$ cat src/verilog/timerPkg.sv
`default_nettype none

package timerPkg;

    // Datapath widths
    localparam int byteWidth = 8;
    localparam int sysCountWidth = 16;
    localparam int mCycleWidth = 3;
    localparam int regSelectWidth = 2;

    // CPU register select codes
    localparam logic [regSelectWidth-1:0] regDiv = 2'd0;
    localparam logic [regSelectWidth-1:0] regTima = 2'd1;
    localparam logic [regSelectWidth-1:0] regTma = 2'd2;
    localparam logic [regSelectWidth-1:0] regTac = 2'd3;

    // Sized to the system counter so the step product keeps its full width
    localparam logic [sysCountWidth-1:0] tCyclesPerMCycle = 4;

    // TAC bits 1:0, each named after its period in T-cycles
    typedef enum logic [1:0] {
        speed1024 = 2'd0,
        speed16 = 2'd1,
        speed64 = 2'd2,
        speed256 = 2'd3
    } tacSpeedE;

    // ------------------------------
    // Machine cycles per opcode, conditional branches not taken
    // One line per high nibble, low nibble left to right
    localparam logic [mCycleWidth-1:0] baseCycles [256] = '{
        1, 3, 2, 2, 1, 1, 2, 1, 5, 2, 2, 2, 1, 1, 2, 1,
        1, 3, 2, 2, 1, 1, 2, 1, 3, 2, 2, 2, 1, 1, 2, 1,
        2, 3, 2, 2, 1, 1, 2, 1, 2, 2, 2, 2, 1, 1, 2, 1,
        2, 3, 2, 2, 3, 3, 3, 1, 2, 2, 2, 2, 1, 1, 2, 1,
        1, 1, 1, 1, 1, 1, 2, 1, 1, 1, 1, 1, 1, 1, 2, 1,
        1, 1, 1, 1, 1, 1, 2, 1, 1, 1, 1, 1, 1, 1, 2, 1,
        1, 1, 1, 1, 1, 1, 2, 1, 1, 1, 1, 1, 1, 1, 2, 1,
        2, 2, 2, 2, 2, 2, 1, 2, 1, 1, 1, 1, 1, 1, 2, 1,
        1, 1, 1, 1, 1, 1, 2, 1, 1, 1, 1, 1, 1, 1, 2, 1,
        1, 1, 1, 1, 1, 1, 2, 1, 1, 1, 1, 1, 1, 1, 2, 1,
        1, 1, 1, 1, 1, 1, 2, 1, 1, 1, 1, 1, 1, 1, 2, 1,
        1, 1, 1, 1, 1, 1, 2, 1, 1, 1, 1, 1, 1, 1, 2, 1,
        2, 3, 3, 4, 3, 4, 2, 4, 2, 4, 3, 0, 3, 6, 2, 4,
        2, 3, 3, 0, 3, 4, 2, 4, 2, 4, 3, 0, 3, 0, 2, 4,
        3, 3, 2, 0, 0, 4, 2, 4, 4, 1, 4, 0, 0, 0, 2, 4,
        3, 3, 2, 1, 0, 4, 2, 4, 3, 2, 4, 1, 0, 0, 2, 4
    };

    // ------------------------------
    // Same layout for a taken branch
    // Only JR cc, RET cc, JP cc and CALL cc differ from the base table
    localparam logic [mCycleWidth-1:0] branchCycles [256] = '{
        1, 3, 2, 2, 1, 1, 2, 1, 5, 2, 2, 2, 1, 1, 2, 1,
        1, 3, 2, 2, 1, 1, 2, 1, 3, 2, 2, 2, 1, 1, 2, 1,
        3, 3, 2, 2, 1, 1, 2, 1, 3, 2, 2, 2, 1, 1, 2, 1,
        3, 3, 2, 2, 3, 3, 3, 1, 3, 2, 2, 2, 1, 1, 2, 1,
        1, 1, 1, 1, 1, 1, 2, 1, 1, 1, 1, 1, 1, 1, 2, 1,
        1, 1, 1, 1, 1, 1, 2, 1, 1, 1, 1, 1, 1, 1, 2, 1,
        1, 1, 1, 1, 1, 1, 2, 1, 1, 1, 1, 1, 1, 1, 2, 1,
        2, 2, 2, 2, 2, 2, 1, 2, 1, 1, 1, 1, 1, 1, 2, 1,
        1, 1, 1, 1, 1, 1, 2, 1, 1, 1, 1, 1, 1, 1, 2, 1,
        1, 1, 1, 1, 1, 1, 2, 1, 1, 1, 1, 1, 1, 1, 2, 1,
        1, 1, 1, 1, 1, 1, 2, 1, 1, 1, 1, 1, 1, 1, 2, 1,
        1, 1, 1, 1, 1, 1, 2, 1, 1, 1, 1, 1, 1, 1, 2, 1,
        5, 3, 4, 4, 6, 4, 2, 4, 5, 4, 4, 0, 6, 6, 2, 4,
        5, 3, 4, 0, 6, 4, 2, 4, 5, 4, 4, 0, 6, 0, 2, 4,
        3, 3, 2, 0, 0, 4, 2, 4, 4, 1, 4, 0, 0, 0, 2, 4,
        3, 3, 2, 1, 0, 4, 2, 4, 3, 2, 4, 1, 0, 0, 2, 4
    };

endpackage

`default_nettype wire
$ cat src/verilog/timerCtrlIf.sv
`timescale 1ns/1ns
`default_nettype none

interface timerCtrlIf;

    // Levels decoded from TAC and TMA
    logic timerEnable;
    timerPkg::tacSpeedE speed;
    logic [timerPkg::byteWidth-1:0] modulo;

    // Single-cycle pulses from CPU writes
    logic divClear;
    logic timaLoad;
    logic [timerPkg::byteWidth-1:0] timaLoadData;

    modport driver (
        output timerEnable, speed, modulo, divClear, timaLoad, timaLoadData
    );

    // System counter side
    modport sysRx (input timerEnable, speed, divClear);

    // TIMA side
    modport timaRx (input modulo, timaLoad, timaLoadData);

endinterface

`default_nettype wire

$ cat src/verilog/cpuRegPort.sv
`timescale 1ns/1ns
`default_nettype none

module cpuRegPort
(
    input wire iClock,
    input wire arstN,
    input wire regWrite,
    input wire [timerPkg::regSelectWidth-1:0] regSelect,
    input wire [timerPkg::byteWidth-1:0] writeData,
    output logic [timerPkg::byteWidth-1:0] tac,
    output logic [timerPkg::byteWidth-1:0] tma,
    timerCtrlIf.driver ctrl
);

    logic tacWrite;
    logic tmaWrite;

    // ------------------------------
    // Write decode
    assign tacWrite = regWrite && (regSelect == timerPkg::regTac);
    assign tmaWrite = regWrite && (regSelect == timerPkg::regTma);

    // DIV and TIMA writes act on the counters directly
    // so the new value shows one edge after the write
    assign ctrl.divClear = regWrite && (regSelect == timerPkg::regDiv);
    assign ctrl.timaLoad = regWrite && (regSelect == timerPkg::regTima);
    assign ctrl.timaLoadData = writeData;

    // ------------------------------
    // TAC and TMA storage
    always_ff @(posedge iClock or negedge arstN)
    begin
        if (!arstN)
        begin
            tac <= '0;
            tma <= '0;
        end
        else
        begin
            if (tacWrite)
            begin
                tac <= writeData;
            end
            if (tmaWrite)
            begin
                tma <= writeData;
            end
        end
    end

    // Bits 1:0 pick the period, bit 2 runs the timer
    assign ctrl.speed = timerPkg::tacSpeedE'(tac[1:0]);
    assign ctrl.timerEnable = tac[2];
    assign ctrl.modulo = tma;

endmodule

`default_nettype wire

$ cat src/verilog/cycleCounter.sv
`timescale 1ns/1ns
`default_nettype none

module cycleCounter
(
    input wire iClock,
    input wire arstN,
    input wire stepValid,
    input wire [timerPkg::mCycleWidth-1:0] stepCycles,
    timerCtrlIf.sysRx ctrl,
    output logic [timerPkg::byteWidth-1:0] div,
    output logic [1:0] tickCount
);

    logic [timerPkg::sysCountWidth-1:0] sysCount;
    logic [timerPkg::sysCountWidth:0] stepTicks;
    logic [timerPkg::sysCountWidth:0] sumWide;
    logic [timerPkg::sysCountWidth:0] crossed;
    logic [3:0] periodShift;

    // T-cycles added by this step, carry bit kept for the crossing count
    assign stepTicks = stepCycles * timerPkg::tCyclesPerMCycle;
    assign sumWide = {1'b0, sysCount} + stepTicks;

    // log2 of the selected period
    always_comb
    begin
        case (ctrl.speed)
            timerPkg::speed16: periodShift = 4'd4;
            timerPkg::speed64: periodShift = 4'd6;
            timerPkg::speed256: periodShift = 4'd8;
            default: periodShift = 4'd10;
        endcase
    end

    // Period multiples passed between old and new count
    assign crossed = (sumWide >> periodShift) - ({1'b0, sysCount} >> periodShift);

    // ------------------------------
    always_ff @(posedge iClock or negedge arstN)
    begin
        if (!arstN)
        begin
            sysCount <= '0;
            tickCount <= 2'd0;
        end
        else if (ctrl.divClear)
        begin
            // Clear beats a step in the same cycle
            sysCount <= '0;
            tickCount <= 2'd0;
        end
        else
        begin
            if (stepValid)
            begin
                sysCount <= sumWide[timerPkg::sysCountWidth-1:0];
            end
            tickCount <= (stepValid && ctrl.timerEnable) ? crossed[1:0] : 2'd0;
        end
    end

    assign div = sysCount[timerPkg::sysCountWidth-1 -: timerPkg::byteWidth];

endmodule

`default_nettype wire

$ cat src/verilog/cycleDecoder.sv
`timescale 1ns/1ns
`default_nettype none

module cycleDecoder
(
    input wire iClock,
    input wire arstN,
    input wire eof,
    input wire [timerPkg::byteWidth-1:0] opcode,
    input wire cbPrefixed,
    input wire branchTaken,
    output logic stepValid,
    output logic [timerPkg::mCycleWidth-1:0] stepCycles
);

    logic [timerPkg::mCycleWidth-1:0] lookupCycles;

    // ------------------------------
    // Machine cycle lookup
    always_comb
    begin
        if (cbPrefixed)
        begin
            // Register code 6 is the (HL) operand
            if (opcode[2:0] == 3'd6)
            begin
                // BIT only reads memory, one cycle shorter
                if (opcode[7:6] == 2'b01)
                begin
                    lookupCycles = 3'd3;
                end
                else
                begin
                    lookupCycles = 3'd4;
                end
            end
            else
            begin
                lookupCycles = 3'd2;
            end
        end
        else if (branchTaken)
        begin
            lookupCycles = timerPkg::branchCycles[opcode];
        end
        else
        begin
            lookupCycles = timerPkg::baseCycles[opcode];
        end
    end

    // ------------------------------
    // Step strobe, one cycle behind eof
    always_ff @(posedge iClock or negedge arstN)
    begin
        if (!arstN)
        begin
            stepValid <= 1'b0;
            stepCycles <= '0;
        end
        else
        begin
            stepValid <= eof;
            // Cycle count travels with the strobe
            if (eof)
            begin
                stepCycles <= lookupCycles;
            end
        end
    end

endmodule

`default_nettype wire

$ cat src/verilog/gbTimer.sv
`timescale 1ns/1ns
`default_nettype none

module gbTimer
(
    input wire iClock,
    input wire arstN,

    // End-of-instruction strobe from the CPU
    input wire eof,
    input wire [timerPkg::byteWidth-1:0] opcode,
    input wire cbPrefixed,
    input wire branchTaken,

    // CPU register writes
    input wire regWrite,
    input wire [timerPkg::regSelectWidth-1:0] regSelect,
    input wire [timerPkg::byteWidth-1:0] writeData,

    output logic [timerPkg::byteWidth-1:0] div,
    output logic [timerPkg::byteWidth-1:0] tima,
    output logic [timerPkg::byteWidth-1:0] tma,
    output logic [timerPkg::byteWidth-1:0] tac,
    output logic irq
);

    logic stepValid;
    logic [timerPkg::mCycleWidth-1:0] stepCycles;
    logic [1:0] tickCount;

    timerCtrlIf ctrlBus ();

    // ------------------------------
    // Input side
    cpuRegPort regPort0 (
        .iClock(iClock),
        .arstN(arstN),
        .regWrite(regWrite),
        .regSelect(regSelect),
        .writeData(writeData),
        .tac(tac),
        .tma(tma),
        .ctrl(ctrlBus.driver)
    );

    cycleDecoder decoder0 (
        .iClock(iClock),
        .arstN(arstN),
        .eof(eof),
        .opcode(opcode),
        .cbPrefixed(cbPrefixed),
        .branchTaken(branchTaken),
        .stepValid(stepValid),
        .stepCycles(stepCycles)
    );

    // ------------------------------
    // System counter, then TIMA
    cycleCounter counter0 (
        .iClock(iClock),
        .arstN(arstN),
        .stepValid(stepValid),
        .stepCycles(stepCycles),
        .ctrl(ctrlBus.sysRx),
        .div(div),
        .tickCount(tickCount)
    );

    timaCounter tima0 (
        .iClock(iClock),
        .arstN(arstN),
        .tickCount(tickCount),
        .ctrl(ctrlBus.timaRx),
        .tima(tima),
        .irq(irq)
    );

endmodule

`default_nettype wire

$ cat src/verilog/timaCounter.sv
`timescale 1ns/1ns
`default_nettype none

module timaCounter
(
    input wire iClock,
    input wire arstN,
    input wire [1:0] tickCount,
    timerCtrlIf.timaRx ctrl,
    output logic [timerPkg::byteWidth-1:0] tima,
    output logic irq
);

    logic [timerPkg::byteWidth:0] timaSum;
    logic overflow;

    // Bit 8 marks a pass beyond 255
    assign timaSum = {1'b0, tima} + tickCount;
    assign overflow = timaSum[timerPkg::byteWidth];

    // ------------------------------
    always_ff @(posedge iClock or negedge arstN)
    begin
        if (!arstN)
        begin
            tima <= '0;
            irq <= 1'b0;
        end
        else if (ctrl.timaLoad)
        begin
            // CPU load drops this cycle's ticks
            tima <= ctrl.timaLoadData;
            irq <= 1'b0;
        end
        else if (overflow)
        begin
            // Low byte of the sum is the excess minus one
            tima <= ctrl.modulo + timaSum[timerPkg::byteWidth-1:0];
            irq <= 1'b1;
        end
        else
        begin
            tima <= timaSum[timerPkg::byteWidth-1:0];
            irq <= 1'b0;
        end
    end

endmodule

`default_nettype wire

$ cat config.mk
export PLATFORM = sky130hd
export DESIGN_NAME = gbTimer
export DESIGN_NICKNAME = d
export VERILOG_FILES = /design/src/verilog/timerPkg.sv /design/src/verilog/timerCtrlIf.sv /design/src/verilog/cpuRegPort.sv /design/src/verilog/cycleCounter.sv /design/src/verilog/cycleDecoder.sv /design/src/verilog/gbTimer.sv /design/src/verilog/timaCounter.sv
export SDC_FILE = /design/constraint.sdc
export NUM_CORES = 1
export LEC_CHECK = 0
export BUFFER_PORTS_ARGS = -buffer_cell sky130_fd_sc_hd__buf_2
export CORE_MARGIN = 10
export CORE_UTILIZATION = 57
export DETAILED_ROUTE_END_ITERATION = 10
export PLACE_DENSITY = 0.81
export REMOVE_ABC_BUFFERS = 1
export SLEW_MARGIN = 15
export SYNTH_ARGS = -nofsm -noshare
export SYNTH_HDL_FRONTEND = slang
export SYNTH_SLANG_ARGS = --single-unit
$ cat constraint.sdc
create_clock -name iClock -period 3.45 [get_ports iClock]
set_clock_uncertainty 0.15 [all_clocks]
set_input_delay 0.345 -clock iClock [delete_from_list [all_inputs] [get_ports iClock]]
set_output_delay 0.345 -clock iClock [all_outputs]
set_load 0.005 [all_outputs]
==> reports/metrics.cfg <==
[floorplan]
start_util_pct=58.2
ios=57
die_w_microns=97.6
row_count=28
core_sq_mm=0.00589
dieArea_sq_mm=0.00952
die-height_microns=97.6

[power_and_ir_drop]
share_seq_of_total_power_pct=32.6
p_leak_nw=1.69
p_int_mw=1.45
p_clk_share_pct=16.0
pwr_density_cell_mw_per_mm2=653
p_sw_mw=1.01
power_frac_comb_pct=51.4
ir_drop_v=0.000436
switching_share_pct=40.9
finalPower_mw=2.46

[logic_synthesis]
synthAdderAreaFrac_pct=9.78
yosys_warnings=0
syn_inst=387
synth_area_leader_cell=dfrtp_1
synthArstFlopShare_pct=100
synth_top_area_share_pct=32.8
synth-compound-area-share_pct=18.9
synth_edf_count=0
muxShareOfSynthArea_pct=8.98
synth_cell_types=54
synth.most_common_cell=dfrtp_1
synth-simple-area-share_pct=17.4
synth.cell_area_sq_mm=0.00343
synth_common_cells=45 x dfrtp_1, 42 x nor2_1, 39 x a21oi_1
synth_top_family_by_area=compound AO/OA/AOI/OAI gates
yosys-top-cells-area=dfrtp_1 33%, ha_1 8.0%, a21oi_1 5.7%
ys_ff_latch=45
ys_seq_area_share_pct=32.8
synth_flop_cell=dfrtp_1
synth_xor_area_share_pct=6.13
syn_avg_cell_area_sq_um=8.86

[worst_setup_path]
timing.rr.start=counter0.sysCount[2]
timing.rr.end=counter0.tickCount[1]
endpoint=counter0.tickCount[1]
max_stage_delay_ps=400
slowest_stage=fa_1
start_kind=register
crit_top_cell=a21oi_1
crit_fanout=3
startpoint=counter0.sysCount[2]
cp_cell_sequence=ha_1 > inv_1 > fa_1 > nor2b_1 > o211ai_1 > a21oi_1 > o22ai_1 > a211oi_1 > a21oi_1 > ha_1 > xnor2_1 > or3_1 > a21oi_1
arrival_ps=3090
reg2reg_depth=13
r2r_slack_ps=440
path_class=register to register
endpoint_kind=register
crit_required_ps=3530

[clock_network]
cts_hold_buf=0
cts.root.buffer_cell=clkbuf_8
clk_path_buf_depth=2
cts.sinks=45
insertion_delay_ps=300
ctsResizeCount=0
clk_pin_slew_ps=90
cts_buffers=5
cts_tree=built
cts_setup_buffers=0
h-tree-depth=2

[grt]
grt_pass1_vias=3017
grt_start_max_net_pins=46
grt_overflow=0
grt_first_pass_wirelength_microns=14700
antenna_found_initial=0
grt_use_total_pct=17.9

[drt]
totalWireLength_microns=8550
drc_errors=0
drtIter0Drc=210
routedWlPerCell_microns=17.1
ant_nets=0
dr.max_layer_used=met4
dr_wl_met2_microns=4310
wl_met1_microns=3570
routed_via_density=6.18
wl_met3_microns=449
vias=3084
firstDrtPassIters=5

[place]
io_buffers=56
place_congestion=0.898
place_area_sq_mm=0.00367
dp.cells=492
hpwl_microns=6320

[sta]
worstMarginPinSlew_ps=1010
drv_slew=0
setup-tns-final_ps=0
rsz0062_at_grt=no
slew_headroom_pct=32.4
fmax_ghz=0.333
fin_crit_sh_pct=87.1
hold_viol=0
setup_violations=0
fin_crit_ps=3010

[final_layout]
final_cells=499
drive_gt1_share_pct=20.8
final_area_sq_mm=0.00377
utilization_pct=64.1
antennaDiodeCount=0
syn_to_final_growth_pct=10.0
finalNetCount=473

[worst_hold_path]
hp-class=input pin to async pin

[flow_run]
max_cap_violations=0

[run_status]
status=completed

-- layout make-up --
cell class,count,area [sq um]
clock buffer,5,68.8
multi-input combinational,300,2100
timing repair buffer,58,295
sequential,45,1130
clock inverter,2,35.0
fill,508,2110
tap,75,93.8
inverter,14,52.6
-- state kept, by name, indices dropped and copies added (netlist names) --
signal and cells:
counter0.sysCount 14, counter0.tickCount 2, decoder0.stepCycles 3, decoder0.stepValid 1
regPort0.ctrl.modulo 8, regPort0.tac 8, tima0.irq 1, tima0.tima 8
-- per-layer routing --
layer | track usage, % | vias up
met4 | 7.49 | 0
met5 | 0 | -
li1 | - | 1457
met1 | 21.5 | 1504
met2 | 30.7 | 105
met3 | 3.06 | 18
-- through the flow --
stage	hold slack [ps]	setup WS (ps)
after floorplan	-101	695
after global placement	334	577
after detailed placement	345	479
after CTS	96.1	468
after global routing	106	256
final	60.4	445
-- cells in the final DEF, fill, tap and decap left out, drive strengths merged, types with 6 or more instances in the layout --
cell type,count
o21ai,24
a211oi,6
buf,58
xor2,7
or3,6
dfrtp,45
ha,22
nand4,6
mux2i,9
nand2,25
nor2,42
a21oi,39
inv,14
mux2,17
xnor2,17
nand3,7
-- cells by family after synthesis --
group / count (synthesis)
mux: 27
simple gates: 119
buf+inv: 42
flops: 45
fa+ha+maj: 25
xor+xnor: 24
compound gates: 105
-- worst max-delay path, delay by kind of cell, from the launching register on --
family / cells / cell delay [ps]
fa+ha+maj: 3 / 780
buf+inv: 1 / 60
compound gates: 6 / 880
simple gates: 2 / 570
flops: 1 / 360
xor+xnor: 1 / 140
-- worst min-delay path by stage --
stage / startpoint / end / slack, ps / depth (start not counted)
floorplan: arstN / counter0.sysCount[10] / -100 / 0
global placement: regPort0.tac[6] / regPort0.tac[6] / 330 / 1
detailed placement: regPort0.tac[7] / regPort0.tac[7] / 340 / 1
CTS: arstN / counter0.sysCount[12] / 100 / 1
global route: eof / decoder0.stepValid / 110 / 1
finish: arstN / counter0.sysCount[12] / 60 / 1
-- power by group through the flow --
stage | combinational (mW) | sequential (mW) | clock, mW
floorplan | 0.889 | 0.789 | 0
global placement | 1.16 | 0.802 | 0
detailed placement | 1.23 | 0.810 | 0
CTS | 1.26 | 0.799 | 0.399
global route | 1.42 | 0.821 | 0.418
finish | 1.27 | 0.803 | 0.393
No activity file was read; power rests on OpenSTA's default activity.
